<file path="src/design/dcache_defs.svh">
//////////////////////////////////////////////////
// Global widths and sizes of the data cache
// Included by the package and by every RTL block
// that sizes a vector or a storage array
//////////////////////////////////////////////////

`ifndef DCACHE_DEFS_SVH
`define DCACHE_DEFS_SVH

// Core data and physical address widths
`define DCACHE_XLEN     32
`define DCACHE_PLEN     32

// Direct-mapped, one word per line
`define DCACHE_SETS     16
`define DCACHE_IDX_BITS 4
// Tag is what is left above index and byte offset
`define DCACHE_TAG_BITS (`DCACHE_PLEN - `DCACHE_IDX_BITS - 2)

// Memory credits granted after reset
`define DCACHE_CREDITS  4

// Width of the hit and miss counters
`define DCACHE_CNT_W    16

`endif

</file>
<file path="src/design/dcache_pkg.sv">
//////////////////////////////////////////////////
// Types shared by all data cache blocks
// Referenced by scoped name from each module
//////////////////////////////////////////////////

`default_nettype none

`include "dcache_defs.svh"

package dcache_pkg;

  // Address, data and lane types
  typedef logic [`DCACHE_PLEN-1:0]     adr_t;
  typedef logic [`DCACHE_XLEN-1:0]     data_t;
  typedef logic [`DCACHE_XLEN/8-1:0]   be_t;

  // Line addressing
  typedef logic [`DCACHE_TAG_BITS-1:0] tag_t;
  typedef logic [`DCACHE_IDX_BITS-1:0] idx_t;

  // Access size, encoded as byte 0, halfword 1, word 2
  typedef logic [1:0]                  size_t;
  localparam size_t SIZE_BYTE  = 2'd0;
  localparam size_t SIZE_HWORD = 2'd1;
  localparam size_t SIZE_WORD  = 2'd2;

  // Controller FSM
  typedef enum logic [1:0] {IDLE, MISS_REQ, MISS_WAIT, WR_REQ} ctrl_state_t;

  // Counters and memory credits
  typedef logic [`DCACHE_CNT_W-1:0]    cnt_t;
  typedef logic [2:0]                  credit_t;

endpackage

`default_nettype wire

</file>
<file path="src/design/dcache_tag.sv">
//////////////////////////////////////////////////
// Tag stage of the data cache
// Registers an accepted core request and hands it
// to the controller one cycle later
//////////////////////////////////////////////////

`timescale 1ns/1ps
`default_nettype none

`include "dcache_defs.svh"

module dcache_tag (
  input  logic              clk_i,
  input  logic              rst_ni,

  input  logic              stall_i,
  input  logic              flush_i,
  input  logic              req_i,
  input  logic              we_i,
  input  dcache_pkg::adr_t  adr_i,
  input  dcache_pkg::size_t size_i,
  input  dcache_pkg::data_t d_i,

  output logic              req_o,
  output logic              wreq_o,
  output dcache_pkg::adr_t  adr_o,
  output dcache_pkg::size_t size_o,
  output dcache_pkg::be_t   be_o,
  output dcache_pkg::data_t q_o,
  output dcache_pkg::tag_t  core_tag_o
);

  //////////////////////////////////////////////////
  // Byte enables from size and low address bits

  function automatic dcache_pkg::be_t size2be(input dcache_pkg::size_t size,
                                              input logic [1:0]        lsbs);
    dcache_pkg::be_t be;
    unique case (size)
      dcache_pkg::SIZE_BYTE:  be = 4'h1 << lsbs;
      dcache_pkg::SIZE_HWORD: be = 4'h3 << lsbs;
      default:                be = 4'hf;
    endcase
    return be;
  endfunction

  //////////////////////////////////////////////////
  // Request valid bits

  // A flush drops the request being accepted
  // A stalled request is held, so a pending miss still completes
  always_ff @(posedge clk_i or negedge rst_ni)
  begin
    if (!rst_ni)
    begin
      req_o  <= 1'b0;
      wreq_o <= 1'b0;
    end
    else if (!stall_i)
    begin
      req_o  <= req_i & ~flush_i;
      wreq_o <= req_i & we_i & ~flush_i;
    end
  end

  //////////////////////////////////////////////////
  // Request payload

  always_ff @(posedge clk_i)
  begin
    if (!stall_i)
    begin
      adr_o  <= adr_i;
      size_o <= size_i;
      be_o   <= size2be(size_i, adr_i[1:0]);
      // Write data moved onto the addressed byte lanes
      q_o    <= d_i << {adr_i[1:0], 3'b000};
    end
  end

  // Tag bits of the registered address
  assign core_tag_o = adr_o[`DCACHE_PLEN-1 -: `DCACHE_TAG_BITS];

endmodule

`default_nettype wire

</file>
<file path="src/design/dcache_array.sv">
//////////////////////////////////////////////////
// Line storage of the data cache
// Valid, tag and data flops with a combinational
// read port and a byte-masked write port
//////////////////////////////////////////////////

`timescale 1ns/1ps
`default_nettype none

`include "dcache_defs.svh"

module dcache_array (
  input  logic              clk_i,
  input  logic              rst_ni,
  input  logic              inval_all_i,

  // Lookup
  input  dcache_pkg::idx_t  rd_idx_i,
  output logic              valid_o,
  output dcache_pkg::tag_t  tag_o,
  output dcache_pkg::data_t data_o,

  // Fill and update
  input  logic              we_i,
  input  dcache_pkg::idx_t  wr_idx_i,
  input  dcache_pkg::tag_t  wr_tag_i,
  input  dcache_pkg::be_t   be_i,
  input  dcache_pkg::data_t wr_data_i
);

  logic [`DCACHE_SETS-1:0] valid_q;
  dcache_pkg::tag_t        tag_q  [`DCACHE_SETS];
  dcache_pkg::data_t       data_q [`DCACHE_SETS];

  // Valid bits, invalidate-all wins over a write in the same cycle
  always_ff @(posedge clk_i or negedge rst_ni)
  begin
    if (!rst_ni)
      valid_q <= '0;
    else if (inval_all_i)
      valid_q <= '0;
    else if (we_i)
      valid_q[wr_idx_i] <= 1'b1;
  end

  // Tag and data, only enabled bytes are merged
  always_ff @(posedge clk_i)
  begin
    if (we_i)
    begin
      tag_q[wr_idx_i] <= wr_tag_i;
      for (int b = 0; b < `DCACHE_XLEN/8; b++)
      begin
        if (be_i[b])
          data_q[wr_idx_i][8*b +: 8] <= wr_data_i[8*b +: 8];
      end
    end
  end

  // Combinational lookup
  assign valid_o = valid_q[rd_idx_i];
  assign tag_o   = tag_q[rd_idx_i];
  assign data_o  = data_q[rd_idx_i];

endmodule

`default_nettype wire

</file>
<file path="src/design/dcache_ctrl.sv">
//////////////////////////////////////////////////
// Data cache controller
// Hit detection, read miss and write handling,
// memory request issue and credit bookkeeping
//////////////////////////////////////////////////

`timescale 1ns/1ps
`default_nettype none

`include "dcache_defs.svh"

module dcache_ctrl (
  input  logic              clk_i,
  input  logic              rst_ni,
  input  logic              cache_en_i,

  // From the tag stage
  input  logic              req_i,
  input  logic              wreq_i,
  input  dcache_pkg::adr_t  adr_i,
  input  dcache_pkg::be_t   be_i,
  input  dcache_pkg::data_t d_i,
  input  dcache_pkg::tag_t  core_tag_i,

  // From the array
  input  logic              line_valid_i,
  input  dcache_pkg::tag_t  line_tag_i,
  input  dcache_pkg::data_t line_data_i,

  // Core response
  output logic              stall_o,
  output logic              ack_o,
  output dcache_pkg::data_t rdata_o,

  // Array write port
  output logic              arr_we_o,
  output dcache_pkg::idx_t  arr_idx_o,
  output dcache_pkg::tag_t  arr_tag_o,
  output dcache_pkg::be_t   arr_be_o,
  output dcache_pkg::data_t arr_data_o,

  // Memory side
  output logic              mem_req_o,
  output logic              mem_we_o,
  output dcache_pkg::adr_t  mem_adr_o,
  output dcache_pkg::be_t   mem_be_o,
  output dcache_pkg::data_t mem_wdata_o,
  input  logic              mem_credit_i,
  input  logic              mem_rvalid_i,
  input  dcache_pkg::data_t mem_rdata_i,

  // Statistics
  output logic              hit_o,
  output logic              miss_o
);

  dcache_pkg::ctrl_state_t state_q, state_d;
  dcache_pkg::credit_t     credit_q;
  logic                    tag_match;
  logic                    hit;
  logic                    credit_ok;
  logic                    filling;

  //////////////////////////////////////////////////
  // Lookup

  // Tag match alone keeps lines coherent on writes while disabled
  assign tag_match = line_valid_i & (line_tag_i == core_tag_i);
  assign hit       = cache_en_i & tag_match;
  assign credit_ok = (credit_q != '0);
  assign filling   = (state_q == dcache_pkg::MISS_WAIT);

  //////////////////////////////////////////////////
  // FSM

  always_comb
  begin
    state_d   = state_q;
    stall_o   = 1'b0;
    ack_o     = 1'b0;
    mem_req_o = 1'b0;
    mem_we_o  = 1'b0;
    arr_we_o  = 1'b0;
    hit_o     = 1'b0;
    miss_o    = 1'b0;

    unique case (state_q)
      dcache_pkg::IDLE:
      begin
        if (req_i && wreq_i)
        begin
          // Write-through, no allocate on miss
          if (credit_ok)
          begin
            mem_req_o = 1'b1;
            mem_we_o  = 1'b1;
            ack_o     = 1'b1;
            arr_we_o  = tag_match;
          end
          else
          begin
            stall_o = 1'b1;
            state_d = dcache_pkg::WR_REQ;
          end
        end
        else if (req_i && hit)
        begin
          ack_o = 1'b1;
          hit_o = 1'b1;
        end
        else if (req_i)
        begin
          // Read miss or uncached read
          miss_o  = 1'b1;
          stall_o = 1'b1;
          if (credit_ok)
          begin
            mem_req_o = 1'b1;
            state_d   = dcache_pkg::MISS_WAIT;
          end
          else
            state_d = dcache_pkg::MISS_REQ;
        end
      end

      dcache_pkg::MISS_REQ:
      begin
        stall_o = 1'b1;
        if (credit_ok)
        begin
          mem_req_o = 1'b1;
          state_d   = dcache_pkg::MISS_WAIT;
        end
      end

      dcache_pkg::MISS_WAIT:
      begin
        if (mem_rvalid_i)
        begin
          // Refill only while enabled
          ack_o    = 1'b1;
          arr_we_o = cache_en_i;
          state_d  = dcache_pkg::IDLE;
        end
        else
          stall_o = 1'b1;
      end

      dcache_pkg::WR_REQ:
      begin
        if (credit_ok)
        begin
          mem_req_o = 1'b1;
          mem_we_o  = 1'b1;
          ack_o     = 1'b1;
          arr_we_o  = tag_match;
          state_d   = dcache_pkg::IDLE;
        end
        else
          stall_o = 1'b1;
      end

      default: state_d = dcache_pkg::IDLE;
    endcase
  end

  always_ff @(posedge clk_i or negedge rst_ni)
  begin
    if (!rst_ni)
      state_q <= dcache_pkg::IDLE;
    else
      state_q <= state_d;
  end

  //////////////////////////////////////////////////
  // Credits

  // One spent per request, one returned per consumed request
  always_ff @(posedge clk_i or negedge rst_ni)
  begin
    if (!rst_ni)
      credit_q <= dcache_pkg::credit_t'(`DCACHE_CREDITS);
    else
      credit_q <= credit_q - dcache_pkg::credit_t'(mem_req_o)
                           + dcache_pkg::credit_t'(mem_credit_i);
  end

  //////////////////////////////////////////////////
  // Datapath

  // Word-aligned memory address, reads fetch the whole word
  assign mem_adr_o   = {adr_i[`DCACHE_PLEN-1:2], 2'b00};
  assign mem_be_o    = wreq_i ? be_i : '1;
  assign mem_wdata_o = d_i;

  // Fill writes a full word, a write hit merges its own bytes
  assign arr_idx_o   = adr_i[2 +: `DCACHE_IDX_BITS];
  assign arr_tag_o   = core_tag_i;
  assign arr_be_o    = filling ? '1 : be_i;
  assign arr_data_o  = filling ? mem_rdata_i : d_i;

  assign rdata_o     = filling ? mem_rdata_i : line_data_i;

endmodule

`default_nettype wire

</file>
<file path="src/design/dcache_csr.sv">
//////////////////////////////////////////////////
// Configuration registers of the data cache
// Enable, invalidate-all command and statistics
//////////////////////////////////////////////////

`timescale 1ns/1ps
`default_nettype none

module dcache_csr (
  input  logic              clk_i,
  input  logic              rst_ni,

  input  logic              cfg_we_i,
  input  logic [1:0]        cfg_adr_i,
  input  dcache_pkg::data_t cfg_wdata_i,
  output dcache_pkg::data_t cfg_rdata_o,

  input  logic              hit_i,
  input  logic              miss_i,

  output logic              cache_en_o,
  output logic              inval_all_o
);

  dcache_pkg::cnt_t hit_cnt_q;
  dcache_pkg::cnt_t miss_cnt_q;
  logic             ctrl_we;

  assign ctrl_we = cfg_we_i & (cfg_adr_i == 2'd0);

  // Enable bit and self-clearing invalidate pulse
  always_ff @(posedge clk_i or negedge rst_ni)
  begin
    if (!rst_ni)
    begin
      cache_en_o  <= 1'b0;
      inval_all_o <= 1'b0;
    end
    else
    begin
      inval_all_o <= ctrl_we & cfg_wdata_i[1];
      if (ctrl_we)
        cache_en_o <= cfg_wdata_i[0];
    end
  end

  // Wrapping statistics counters
  always_ff @(posedge clk_i or negedge rst_ni)
  begin
    if (!rst_ni)
    begin
      hit_cnt_q  <= '0;
      miss_cnt_q <= '0;
    end
    else
    begin
      if (hit_i)
        hit_cnt_q <= hit_cnt_q + 1'b1;
      if (miss_i)
        miss_cnt_q <= miss_cnt_q + 1'b1;
    end
  end

  // Read mux, invalidate bit reads as zero
  always_comb
  begin
    unique case (cfg_adr_i)
      2'd0:    cfg_rdata_o = dcache_pkg::data_t'(cache_en_o);
      2'd1:    cfg_rdata_o = dcache_pkg::data_t'(hit_cnt_q);
      2'd2:    cfg_rdata_o = dcache_pkg::data_t'(miss_cnt_q);
      default: cfg_rdata_o = '0;
    endcase
  end

endmodule

`default_nettype wire

</file>
<file path="src/design/dcache_top.sv">
//////////////////////////////////////////////////
// Write-through direct-mapped data cache
// Sits between a load/store unit and a credit-based
// memory port, with a small configuration port
//////////////////////////////////////////////////

`timescale 1ns/1ps
`default_nettype none

`include "dcache_defs.svh"

module dcache_top (
  input  logic              clk_i,
  input  logic              rst_ni,

  // Core
  input  logic              req_i,
  input  logic              we_i,
  input  dcache_pkg::adr_t  adr_i,
  input  dcache_pkg::size_t size_i,
  input  dcache_pkg::data_t wdata_i,
  input  logic              flush_i,
  output logic              stall_o,
  output logic              ack_o,
  output dcache_pkg::data_t rdata_o,

  // Memory
  output logic              mem_req_o,
  output logic              mem_we_o,
  output dcache_pkg::adr_t  mem_adr_o,
  output dcache_pkg::be_t   mem_be_o,
  output dcache_pkg::data_t mem_wdata_o,
  input  logic              mem_credit_i,
  input  logic              mem_rvalid_i,
  input  dcache_pkg::data_t mem_rdata_i,

  // Configuration
  input  logic              cfg_we_i,
  input  logic [1:0]        cfg_adr_i,
  input  dcache_pkg::data_t cfg_wdata_i,
  output dcache_pkg::data_t cfg_rdata_o
);

  // Tag stage outputs
  logic              tag_req;
  logic              tag_wreq;
  dcache_pkg::adr_t  tag_adr;
  dcache_pkg::be_t   tag_be;
  dcache_pkg::data_t tag_wdata;
  dcache_pkg::tag_t  core_tag;

  // Array lookup and write
  logic              line_valid;
  dcache_pkg::tag_t  line_tag;
  dcache_pkg::data_t line_data;
  logic              arr_we;
  dcache_pkg::idx_t  arr_idx;
  dcache_pkg::tag_t  arr_tag;
  dcache_pkg::be_t   arr_be;
  dcache_pkg::data_t arr_data;

  // Configuration and statistics
  logic              cache_en;
  logic              inval_all;
  logic              hit_pulse;
  logic              miss_pulse;

  //////////////////////////////////////////////////
  // Tag stage, access width travels on as byte enables

  dcache_tag i_tag (
    .clk_i      (clk_i),
    .rst_ni     (rst_ni),
    .stall_i    (stall_o),
    .flush_i    (flush_i),
    .req_i      (req_i),
    .we_i       (we_i),
    .adr_i      (adr_i),
    .size_i     (size_i),
    .d_i        (wdata_i),
    .req_o      (tag_req),
    .wreq_o     (tag_wreq),
    .adr_o      (tag_adr),
    .size_o     (),
    .be_o       (tag_be),
    .q_o        (tag_wdata),
    .core_tag_o (core_tag)
  );

  dcache_array i_array (
    .clk_i       (clk_i),
    .rst_ni      (rst_ni),
    .inval_all_i (inval_all),
    .rd_idx_i    (tag_adr[2 +: `DCACHE_IDX_BITS]),
    .valid_o     (line_valid),
    .tag_o       (line_tag),
    .data_o      (line_data),
    .we_i        (arr_we),
    .wr_idx_i    (arr_idx),
    .wr_tag_i    (arr_tag),
    .be_i        (arr_be),
    .wr_data_i   (arr_data)
  );

  dcache_ctrl i_ctrl (
    .clk_i        (clk_i),
    .rst_ni       (rst_ni),
    .cache_en_i   (cache_en),
    .req_i        (tag_req),
    .wreq_i       (tag_wreq),
    .adr_i        (tag_adr),
    .be_i         (tag_be),
    .d_i          (tag_wdata),
    .core_tag_i   (core_tag),
    .line_valid_i (line_valid),
    .line_tag_i   (line_tag),
    .line_data_i  (line_data),
    .stall_o      (stall_o),
    .ack_o        (ack_o),
    .rdata_o      (rdata_o),
    .arr_we_o     (arr_we),
    .arr_idx_o    (arr_idx),
    .arr_tag_o    (arr_tag),
    .arr_be_o     (arr_be),
    .arr_data_o   (arr_data),
    .mem_req_o    (mem_req_o),
    .mem_we_o     (mem_we_o),
    .mem_adr_o    (mem_adr_o),
    .mem_be_o     (mem_be_o),
    .mem_wdata_o  (mem_wdata_o),
    .mem_credit_i (mem_credit_i),
    .mem_rvalid_i (mem_rvalid_i),
    .mem_rdata_i  (mem_rdata_i),
    .hit_o        (hit_pulse),
    .miss_o       (miss_pulse)
  );

  dcache_csr i_csr (
    .clk_i       (clk_i),
    .rst_ni      (rst_ni),
    .cfg_we_i    (cfg_we_i),
    .cfg_adr_i   (cfg_adr_i),
    .cfg_wdata_i (cfg_wdata_i),
    .cfg_rdata_o (cfg_rdata_o),
    .hit_i       (hit_pulse),
    .miss_i      (miss_pulse),
    .cache_en_o  (cache_en),
    .inval_all_o (inval_all)
  );

endmodule

`default_nettype wire

</file>
<file path="config.mk">
export PLATFORM = sky130hd
export DESIGN_NAME = dcache_top
export DESIGN_NICKNAME = d
export VERILOG_FILES = /design/src/design/dcache_pkg.sv /design/src/design/dcache_tag.sv /design/src/design/dcache_array.sv /design/src/design/dcache_ctrl.sv /design/src/design/dcache_csr.sv /design/src/design/dcache_top.sv
export VERILOG_INCLUDE_DIRS = /design/src /design/src/design
export SDC_FILE = /design/constraint.sdc
export NUM_CORES = 1
export LEC_CHECK = 0
export BUFFER_PORTS_ARGS = -buffer_cell sky130_fd_sc_hd__buf_2
export CAP_MARGIN = 20
export CORE_ASPECT_RATIO = 1.2
export CORE_UTILIZATION = 30
export DETAILED_ROUTE_END_ITERATION = 10
export PLACE_DENSITY = 0.47
export RECOVER_POWER = 50
export REMOVE_ABC_BUFFERS = 1
export SLEW_MARGIN = 5
export SYNTH_ARGS = -nofsm -noshare
export SYNTH_HDL_FRONTEND = slang
export SYNTH_HIERARCHICAL = 1
export SYNTH_SLANG_ARGS = --single-unit
</file>
<file path="constraint.sdc">
create_clock -name clk_i -period 7.86 [get_ports clk_i]
set_input_delay 0.393 -clock clk_i [delete_from_list [all_inputs] [get_ports clk_i]]
set_output_delay 0.393 -clock clk_i [all_outputs]
set_load 0.005 [all_outputs]
</file>
# After elaboration in Yosys (flattened, before gate mapping)
# Memory sizes are Yosys's and may differ from the RTL's. A register that Yosys moved wholly into a read port is not among the register bits.
# Cells that the tools add are included.
op_classes:
  n_addsub: 4
  magnitude_cmp: 2
  bitwise: 9
  shifts: 3
  eq_ne: 13
  n_mux: 62
  n_reduce_logical: 10
op_table:
  columns: ["op", "count"]
  rows:
  - ["32-bit 2-to-1 mux", 2]
  - ["16-bit one-hot mux with 3 select lines", 1]
  - ["1-bit 2-to-1 mux", 36]
  - ["16-bit by 1-bit adder with 16-bit output, second input constant", 2]
  - ["16-bit 2-to-1 mux", 2]
  - ["32-bit by 5-bit left shift with 32-bit output", 1]
  - ["26-bit == test", 1]
  - ["2-bit 2-to-1 mux", 8]
  - ["4-bit 2-to-1 mux", 4]
  - ["16-bit OR", 1]
  - ["2-bit one-hot mux with 4 select lines", 1]
  - ["4-bit one-hot mux with 2 select lines", 1]
  - ["1-bit bitwise AND", 7]
  - ["2-bit by 1-bit == test with 1-bit output, second input constant", 3]
  - ["2-bit == test, second input constant", 3]
  - ["2-bit logical NOT", 3]
  - ["3-bit by 2-bit inequality test with 1-bit output, second input constant", 2]
  - ["1-bit one-hot mux with 3 select lines", 2]
  - ["6-bit AND reduction", 1]
  - ["4-bit by 5-bit less-than comparator with 1-bit output, second input constant", 1]
  - ["1-bit binary-select mux with 4-bit select", 1]
  - ["1-bit demux with 4-bit select", 1]
  - ["4-bit by 1-bit >= comparator with 1-bit output, second input constant", 1]
  - ["2-bit by 1-bit inequality test with 1-bit output, second input constant", 2]
  - ["other kinds (13)", 16]
word_totals:
  mem_bits_rw: 928
  reg_bits: 125
  wordCells: 117
  inputBits: 140
  out_inout_bits: 136
  mem_count: 2
memory_table:
  columns: ["name", "depth", "width", "rd", "rd_ports_with_merged_regs", "wr", "line_no", "source"]
  rows:
  - ["i_array.data_q", 16, 32, 1, 1, 1, "dcache_array.sv:33", "dcache_pkg::data_t data_q [`DCACHE_SETS];"]
  - ["i_array.tag_q", 16, 26, 1, 1, 1, "dcache_array.sv:32", "dcache_pkg::tag_t tag_q [`DCACHE_SETS];"]

# Logic depth before layout (Yosys ltp)
# Gate-level depths: netlist of run 1.
depth:
  ltp_word: 10
  mapped_depth: 17

# Cells and area by module
# The synthesis of run 1 kept the hierarchy.
by_module_without_submodules:
  columns: ["module", "n_inst", "cells_per_inst", "area_each_um2"]
  rows:
  - ["dcache_array", 1, 1548, 35774.3]
  - ["dcache_tag", 1, 178, 2980.4]
  - ["dcache_ctrl", 1, 378, 2303.5]
  - ["dcache_csr", 1, 165, 1825.5]

# Least setup slack after synthesis of run 1
# No wires, ideal clock.
synth_path:
  path_kind: "flip-flop to flip-flop"
  start: "register i_tag.adr_o[2]"
  end: "memory i_array/data_q[0][0] in the netlist's numbering (enable)"
  slack_ns: 1.727
  stages_incl_launch_ff: 15
  period_less_slack_ns: 6.133
  arrival_time_ns: 5.800
  n_path_buf: 2
  cell_sequence: "edfxtp_1 -> buf_2 -> buf_2 -> mux4_2 -> a22oi_1 -> nand2_1 -> nor2b_1 -> a2111o_1 -> nor4_4 -> nand3b_2 -> o22a_1 -> nor2_1 -> or3b_2 -> nor3_1 -> and2_1"
synth_between:
  elab_chain_len: 8
synth_rtl:
  columns: ["item", "line_no", "source"]
  rows:
  - ["start: declaration", "dcache_tag.sv:26", "output dcache_pkg::adr_t adr_o,"]
  - ["start signal: assignment", "dcache_tag.sv:73", "adr_o <= adr_i;"]
  - ["1-bit binary-select mux with 4-bit select (*)", "dcache_array.sv:61", "assign valid_o = valid_q[rd_idx_i];"]
  - ["1-bit 2-to-1 mux (implied by the code) (*)", "dcache_array.sv:61", null]
  - ["1-bit bitwise AND (*)", "dcache_ctrl.sv:68", "assign tag_match = line_valid_i & (line_tag_i == core_tag_i);"]
  - ["1-bit 2-to-1 mux (*)", "dcache_ctrl.sv:93, dcache_ctrl.sv:151", null]
  - ["1-bit 2-to-1 mux", "dcache_ctrl.sv:90", "if (req_i && wreq_i)"]
  - ["1-bit one-hot mux with 3 select lines (*)", "dcache_ctrl.sv:87", "unique case (state_q)"]
  - ["net arr_we", "dcache_top.sv:56", "logic arr_we;"]
  - ["1-bit 2-to-1 mux (*)", "dcache_array.sv:49", "if (we_i)"]
  - ["1-bit 2-to-1 mux (implied by the code) (*)", "dcache_array.sv:55", "data_q[wr_idx_i][8*b +: 8] <= wr_data_i[8*b +: 8];"]
  - ["end: declaration", "dcache_array.sv:33", null]
# The timed path passes the listed nets; every way through them passes the cells marked *. The select of a mux whose other input is x is not followed.

# Worst setup path after layout of run 1
layout_path:
  start: "register i_ctrl.state_q[0]"
  end: "output rdata_o[9]"
layout_between:
  elab_chain_len: 2
layout_rtl:
  columns: ["item", "line_no", "source"]
  rows:
  - ["start: declaration", "dcache_ctrl.sv:57", "dcache_pkg::ctrl_state_t state_q, state_d;"]
  - ["start signal: assignment", "dcache_ctrl.sv:170", "state_q <= dcache_pkg::IDLE;"]
  - ["start signal: assignment", "dcache_ctrl.sv:172", "state_q <= state_d;"]
  - ["2-bit == test", "dcache_ctrl.sv:71", "assign filling = (state_q == dcache_pkg::MISS_WAIT);"]
  - ["32-bit 2-to-1 mux", "dcache_ctrl.sv:202", "assign rdata_o = filling ? mem_rdata_i : line_data_i;"]
  - ["end: declaration", "dcache_top.sv:25", "output dcache_pkg::data_t rdata_o,"]
# Every way passes these cells.

==> results of run 1 <==
-- path summary, 6_finish.rpt --
check / endpoint / slack [ps] / cells after the start
worst max-delay path: rdata_o[9] / 1460 / 6
worst min-delay path: i_tag/q_o[19]$_DFFE_PN_ / 60 / 3
worst max register to register: i_array/data_q[4][9]$_DFFE_PP_ / 1630 / 15
worst min register to register: i_csr/hit_cnt_q[15]$_DFFE_PN0P_ / 480 / 1
max in group asynchronous: i_array/valid_q[0]$_DFFE_PN0P_ / 4630 / 3
min in group asynchronous: i_csr/hit_cnt_q[12]$_DFFE_PN0P_ / 1370 / 3
-- timing repair --
item                                    4_1_cts  5_1_grt
hold buffers                                 60        0
endpoints found under the hold margin       114        0
endpoints found under the setup margin        0        0
-- registers in the layout, indices dropped and copies added, names as in the netlist, 2 cells and up --
signal            flops
i_array/valid_q      16
i_tag/be_o            4
i_ctrl/credit_q       3
i_tag/adr_o          30
i_array/tag_q       416
i_array/data_q      512
i_tag/q_o            32
i_csr/miss_cnt_q     16
i_ctrl/state_q        2
i_csr/hit_cnt_q      16
-- metrics by stage --
| stage | cells | power, uW | setup WS (ps) | util [%] | hold slack [ps] |
|---|---|---|---|---|---|
| 3_3_place_gp | 4188 | 12800 | 1660 | 32.3 | 464 |
| 2_1_floorplan | 2037 | 11300 | -7040 | - | 97.4 |
| 3_5_place_dp | 4190 | 12900 | 1590 | 32.3 | 465 |
| 4_1_cts | 4454 | 18100 | 1580 | 35.2 | 1.63 |
| 6_report | 4459 | 17700 | 1460 | 35.1 | 57.4 |
| 5_1_grt | 4457 | 18600 | 1070 | 35.1 | 48.5 |
-- per-layer routing --
layer / part of all wire, % / vias to the layer above
met1: 41 / 11300
li1: - / 9396
met4: 3.6 / 2
met3: 4.7 / 159
met2: 51 / 581
met5: 0.013 / -
-- power groups by stage --
stage	clock network, uW	registers [uW]	logic, uW
2_1_floorplan	0	8170	3110
3_3_place_gp	0	7990	4830
3_5_place_dp	0	8030	4910
4_1_cts	5260	7910	4940
5_1_grt	5450	7970	5140
6_report	5110	7910	4700
-- worst max-delay path: stages, from the launching register on --
cell and delay [ps]:
dfrtp_1 400, inv_1 110, ha_1 790, clkbuf_1 2580, nand2_1 840, o21ai_0 280, buf_2 190
-- layout make-up --
class	instances	area, sq um
tap	1836	2300
inverter	78	295
clock inverter	64	644
clock buffer	140	2910
antenna	2	5.00
timing repair buffer	380	2290
fill	13300	91800
sequential	1051	31300
multi-input combinational	908	9840
==> summary.md, run 1 <==
| Metric | Value |
|---|---|
| Outcome | `complete, but fails checks` |
| Violations in the final reports | `capacitance limit, slew limit` |
| Root Buffer | `clkbuf_16` |
| Final design instance area without fill | `just under 50000 sq um` |
| Power per cell area | `roughly 360 nW/um^2` |
| Actual transition at the worst max-transition pin | `roughly 3600 ps` |
| Clock-pin transition on the worst setup and hold timing paths | `about 60 ps` |
| Required @ worst endpoint | `between 7000 and 8000 ps` |
| Clk buf depth | `3` |
| Max-Cap Viols | `4` |
| Net switching fraction of the power | `between 30% and 40%` |
| Gate Count Post-Synth | `between 2000 and 2500` |
| Detail Placement HPWL | `70.4 mm` |
| Critical Path Fanout Max | `76` |
| Number of buffers created by CTS | `110` |
| Cell-internal power | `~12000 uW` |
| IR Drop Worst-Case VDD | `roughly 210 uV` |
| Combinational power share | `a little over a quarter` |
| Routability-driven placement congestion ratio | `~0.83` |
| Crit path launch type | `flip-flop` |
| Setup fix buffers added after clock tree synthesis | `0` |
| Standard cell core area | `141000 sq um` |
| Routed vias | `roughly 21000` |
| Worst Skew | `~48 ps` |
| Area added between synthesis and finish | `15.9%` |
| Power share of the clock group | `roughly 29%` |
| Number of global-route vias before repair | `between 20000 and 25000` |
| GRT Max-Usage Layer | `met2` |
| Most frequent standard cell in the layout excluding fill and tap cells | `edfxtp_1` |
| Die Y | `about 420 microns` |
| Origin of the critical flop-to-flop path | `i_tag/adr_o[2]$_DFFE_PN_` |
| CTS-repair resized insts | `0` |
| Portion of the clock cycle consumed by the worst path in the final layout | `approximately four fifths` |
| Setup violations, final | `0` |
| CTS tree | `yes` |
| First-pass GRT wire length | `157 mm` |
| Initial core utilization | `just over 30%` |
| Critical path arrival | `roughly 6000 ps` |
| Overall die width | `347 microns` |
| Die footprint | `roughly 140000 sq um` |
| Remaining design rule violation count | `0` |
| Maximum number of pins on one net before global-route repair | `77` |
| H-tree depth | `3` |
| Unrepaired setup endpoints after global routing | `false` |
| Worst Setup End Kind | `primary output` |
| Ys Warns | `6` |
| Total Negative Setup Slacks | `0 ps` |
| Fmax achieved | `around 160 MHz` |
| Top library cells by usage in the layout, fill and taps aside | `994 x edfxtp_1, 236 x mux4_2, 165 x buf_2` |
| Post-detailed-route via-to-cell ratio | `4.81` |
| Number of standard-cell rows in the floorplan | `~150` |
| Leakage power figure | `0.0166 uW` |
| Number of pins with negative max-slew slack in the final report | `~180` |
| Tightest Hold Check Type | `in2reg` |
| IO Count | `roughly 280` |
| TritonCTS Sinks | `1051` |
| Fraction of layout instances using a drive strength above 1 | `25.6%` |
| Hold violation total from the final report | `0` |
| Met3 Resource Use GR | `2.22%` |
| Initial antenna violation count | `2` |
| Avg Cell Area, Syn | `18.9 sq um` |
| DR pass1 iterations | `7` |
| Congestion Overflow GR | `0` |
| Type of the worst setup path | `reg2out` |
| All-layer global routing usage | `~15%` |
| Min-Delay Startpoint | `wdata_i[19]` |
| Met1 Use GR | `between 10% and 20%` |
| Headroom to the max-slew limit | `-140%` |
| Worst skew pair latency | `~750 ps` |
| Final net count | `~2700` |
| Number of nets with antenna violations after detailed routing | `0` |
| IO Port Bufs | `roughly 230` |
| Sequential share of power | `between 40% and 50%` |
| DRT Wirelength | `roughly 110 mm` |
| Met2 usage in global routing | `26.3%` |
| Number of DRC markers in iteration 0 | `1579` |
| Placed instance area | `around 46000 sq um` |
| Min Clock Period, post-route | `roughly 6400 ps` |
| Area of the mapped netlist | `roughly 43000 sq um` |
| Launching element of the worst setup path | `i_ctrl/state_q[0]$_DFFE_PN0P_` |
| Average wire length per cell after detail routing | `between 20 and 25 microns` |
| Switching Power | `~5700 uW` |
(Power assumes the default switching activity.)
==> run 2, diff against run 1 <==
==> constraint.sdc (replaced) <==
create_clock -name clk_i -period 6.7 [get_ports clk_i]
set_input_delay 0.335 -clock clk_i [delete_from_list [all_inputs] [get_ports clk_i]]
set_output_delay 0.335 -clock clk_i [all_outputs]
set_load 0.005 [all_outputs]
==> summary.md, run 2 (synthesized netlist as in run 1, its figures left out) <==
| Metric | Value |
|---|---|
| Initial core utilization | `30.3% (unchanged)` |
| Post-detailed-route via-to-cell ratio | `4.84 (+0.56%)` |
| Outcome | `complete, but fails checks` |
| Required @ worst endpoint | `7040 ps (-430 ps)` |
| Average wire length per cell after detail routing | `25.1 microns (+2.1%)` |
| Routed vias | `21600 (+0.83%)` |
| Number of global-route vias before repair | `23000 (+1.5%)` |
| Type of the worst setup path | `reg2reg` |
| Non-filler instance count after layout | `4471 (+0.27%)` |
| Standard cell core area | `141000 sq um (unchanged)` |
| Kind of cell adding the most delay to the critical path | `simple AND/OR/NAND/NOR gates` |
| Combinational power share | `27.0% (+0.5 points)` |
| Sequential share of power | `44.8% (+0.2 points)` |
| Setup violations, final | `0 (unchanged)` |
| IO Count | `276 (unchanged)` |
| Area added between synthesis and finish | `15.8% (about the same)` |
| Critical Path Fanout Max | `23 (-70%)` |
| Overall die width | `347 microns (unchanged)` |
| Actual transition at the worst max-transition pin | `3350 ps (-245 ps)` |
| DR pass1 iterations | `5 (-2)` |
| Net switching fraction of the power | `32.3% (+0.30 points)` |
| Final net count | `2689 (+0.41%)` |
| Number of pins with negative max-slew slack in the final report | `106 (-42%)` |
| TritonCTS Sinks | `1051 (unchanged)` |
| Max FFs per register | `512 (unchanged)` |
| Number of standard-cell rows in the floorplan | `151 (unchanged)` |
| Number of placed instances, taps included | `4190 (unchanged)` |
| First-pass GRT wire length | `162 mm (+3.1%)` |
| Root Buffer | `clkbuf_16` |
| Unrepaired setup endpoints after global routing | `false` |
| Core utilization of the finished layout | `35.0% (about the same)` |
| All-layer global routing usage | `15.6% (+0.46 points)` |
| Total area of sequential cells | `31300 sq um (unchanged)` |
| Worst path setup slack after routing | `626 ps (-834 ps)` |
| Die Y | `416 microns (unchanged)` |
| Switching Power | `6700 uW (+18%)` |
| Multi-input combinational cell area | `9840 sq um (unchanged)` |
| Congestion Overflow GR | `0 (unchanged)` |
| Violations in the final reports | `capacitance limit, slew limit` |
| DRT Wirelength | `112 mm (+2.3%)` |
| Number of buffers created by CTS | `110 (unchanged)` |
| Initial antenna violation count | `5 (+3)` |
| Leakage power figure | `0.0166 uW (+0.20%)` |
| Registers with the highest flip-flop counts | `i_array/data_q: 512 flops, i_array/tag_q: 416 flops, i_tag/q_o: 32 flops` |
| Clk buf depth | `3 (unchanged)` |
| Cell-internal power | `14000 uW (+16%)` |
| IO Port Bufs | `227 (unchanged)` |
| Crit path buf inv count | `3 (unchanged)` |
| Worst Setup End Kind | `flip-flop` |
| Fmax achieved | `165 MHz` |
| Power share of the clock group | `28.2% (-0.7 points)` |
| IR Drop Worst-Case VDD | `254 uV (+21%)` |
| Worst skew pair latency | `730 ps (-20 ps)` |
| Headroom to the max-slew limit | `-124% (+16 points)` |
| Clock-pin transition on the worst setup and hold timing paths | `60 ps (about the same)` |
| Detail Placement HPWL | `71.3 mm (+1.4%)` |
| Register name with the most flops | `i_array/data_q` |
| Fraction of layout instances using a drive strength above 1 | `26.0% (+0.42 points)` |
| Remaining design rule violation count | `0 (unchanged)` |
| Final-layout worst hold slack | `38.5 ps (-18.9 ps)` |
| Portion of the clock cycle consumed by the worst path in the final layout | `90.7%` |
| CP Cell Sequence | `buf_12, buf_4, mux4_2, a22oi_1, nand2_1, nor2b_1, a2111o_1, nor4_4, nand3b_2, o22a_1, nor2_1, nand3b_1, nor3_2, buf_4, and2_1` |
| Total Negative Setup Slacks | `0 ps (unchanged)` |
| Hold violation total from the final report | `0 (unchanged)` |
| Number of nets with antenna violations after detailed routing | `0 (unchanged)` |
| Tightest Hold Check Type | `in2reg` |
| Max-Cap Viols | `3 (-1)` |
| Most frequent standard cell in the layout excluding fill and tap cells | `edfxtp_1` |
| Worst Skew | `34.6 ps (-13.4 ps)` |
| Die footprint | `144000 sq um (unchanged)` |
| Critical-path top delay cell | `and2_1` |
| Maximum number of pins on one net before global-route repair | `78 (+1.3%)` |
| Largest stage delay, worst path | `600 ps (-1980 ps)` |
| CTS tree | `yes` |
| CTS-repair resized insts | `0 (unchanged)` |
| H-tree depth | `3 (unchanged)` |
| Cell with the most instances on the worst path | `buf_4` |
| Power per cell area | `419 nW/um^2 (+17%)` |
| Setup Slack @ Placement | `564 ps (-1020 ps)` |
| Crit path launch type | `flip-flop` |
| Filler cell count | `13400 (+0.59%)` |
| Min Clock Period, post-route | `between 6000 and 7000 ps` |
| Routability-driven placement congestion ratio | `0.840 (+0.78%)` |
| Critical path arrival | `6420 ps (+410 ps)` |
| Number of DRC markers in iteration 0 | `1662 (+5.3%)` |
| Top library cells by usage in the layout, fill and taps aside | `994 x edfxtp_1, 236 x mux4_2, 172 x buf_2` |
[run 2: cell type report]
cell class              count  area share (%)
multi-input cells         908            19.9
diodes                      3          0.0152
clock inverters            62           0.950
flip-flops and latches   1051            63.2
repair buffers            391            4.83
clock buffers             142            5.95
inverters                  78           0.596
well taps                1836            4.64
[run 2: path summary, 6_finish.rpt]
kind                       slack (ps)  cells past startpoint                       startpoint                               to
min in group asynchronous        1360                      3                           rst_ni  i_csr/hit_cnt_q[12]$_DFFE_PN0P_
hold / removal                     40                      3                      wdata_i[16]          i_tag/q_o[24]$_DFFE_PN_
setup / recovery                  630                     15         i_tag/adr_o[2]$_DFFE_PN_   i_array/data_q[4][9]$_DFFE_PP_
max in group asynchronous        3440                      3                           rst_ni  i_array/valid_q[11]$_DFFE_PN0P_
hold reg to reg                   480                      1  i_csr/hit_cnt_q[15]$_DFFE_PN0P_  i_csr/hit_cnt_q[15]$_DFFE_PN0P_
setup reg to reg                  630                     15         i_tag/adr_o[2]$_DFFE_PN_   i_array/data_q[4][9]$_DFFE_PP_
[run 2: power groups by stage]
stage               Sequential [uW]  Combinational [uW]  Clock (uW)
global route                   9390                6130        6250
finish                         9300                5600        5840
global placement               9390                5710           0
detailed placement             9440                5820           0
floorplan                      9580                3610           0
CTS                            9310                5870        6010
[run 2: worst register-to-register path, stage by stage (launching register included)]
cell and delay [ps]:
edfxtp_1 570, buf_12 250, buf_4 460, mux4_2 580, a22oi_1 180, nand2_1 130
nor2b_1 150, a2111o_1 410, nor4_4 370, nand3b_2 310, o22a_1 260, nor2_1 320
nand3b_1 380, nor3_2 480, buf_4 230, and2_1 610
[run 2: stage by stage]
stage	power, uW	area (sq um)
after global routing	21800	49500
after floorplan	13200	41300
after CTS	21200	49700
final	20700	49500
after global placement	15100	45600
after detailed placement	15300	45600
[run 2: layer usage]
| layer | vias up | share of wire [%] | global-route usage, % |
|---|---|---|---|
| met2 | 616 | 50 | 26.5 |
| met1 | 11400 | 42 | 19.9 |
| met3 | 156 | 4.8 | 2.39 |
| met4 | 4 | 3.4 | 6.12 |
| li1 | 9401 | - | - |
| met5 | - | 0.028 | 0 |
[run 2: timing repair]
action                                  CTS  global route
endpoints found under the setup margin    0             0
buffers inserted                          0             0
hold buffers                             68             0
hold endpoints to repair                118             0
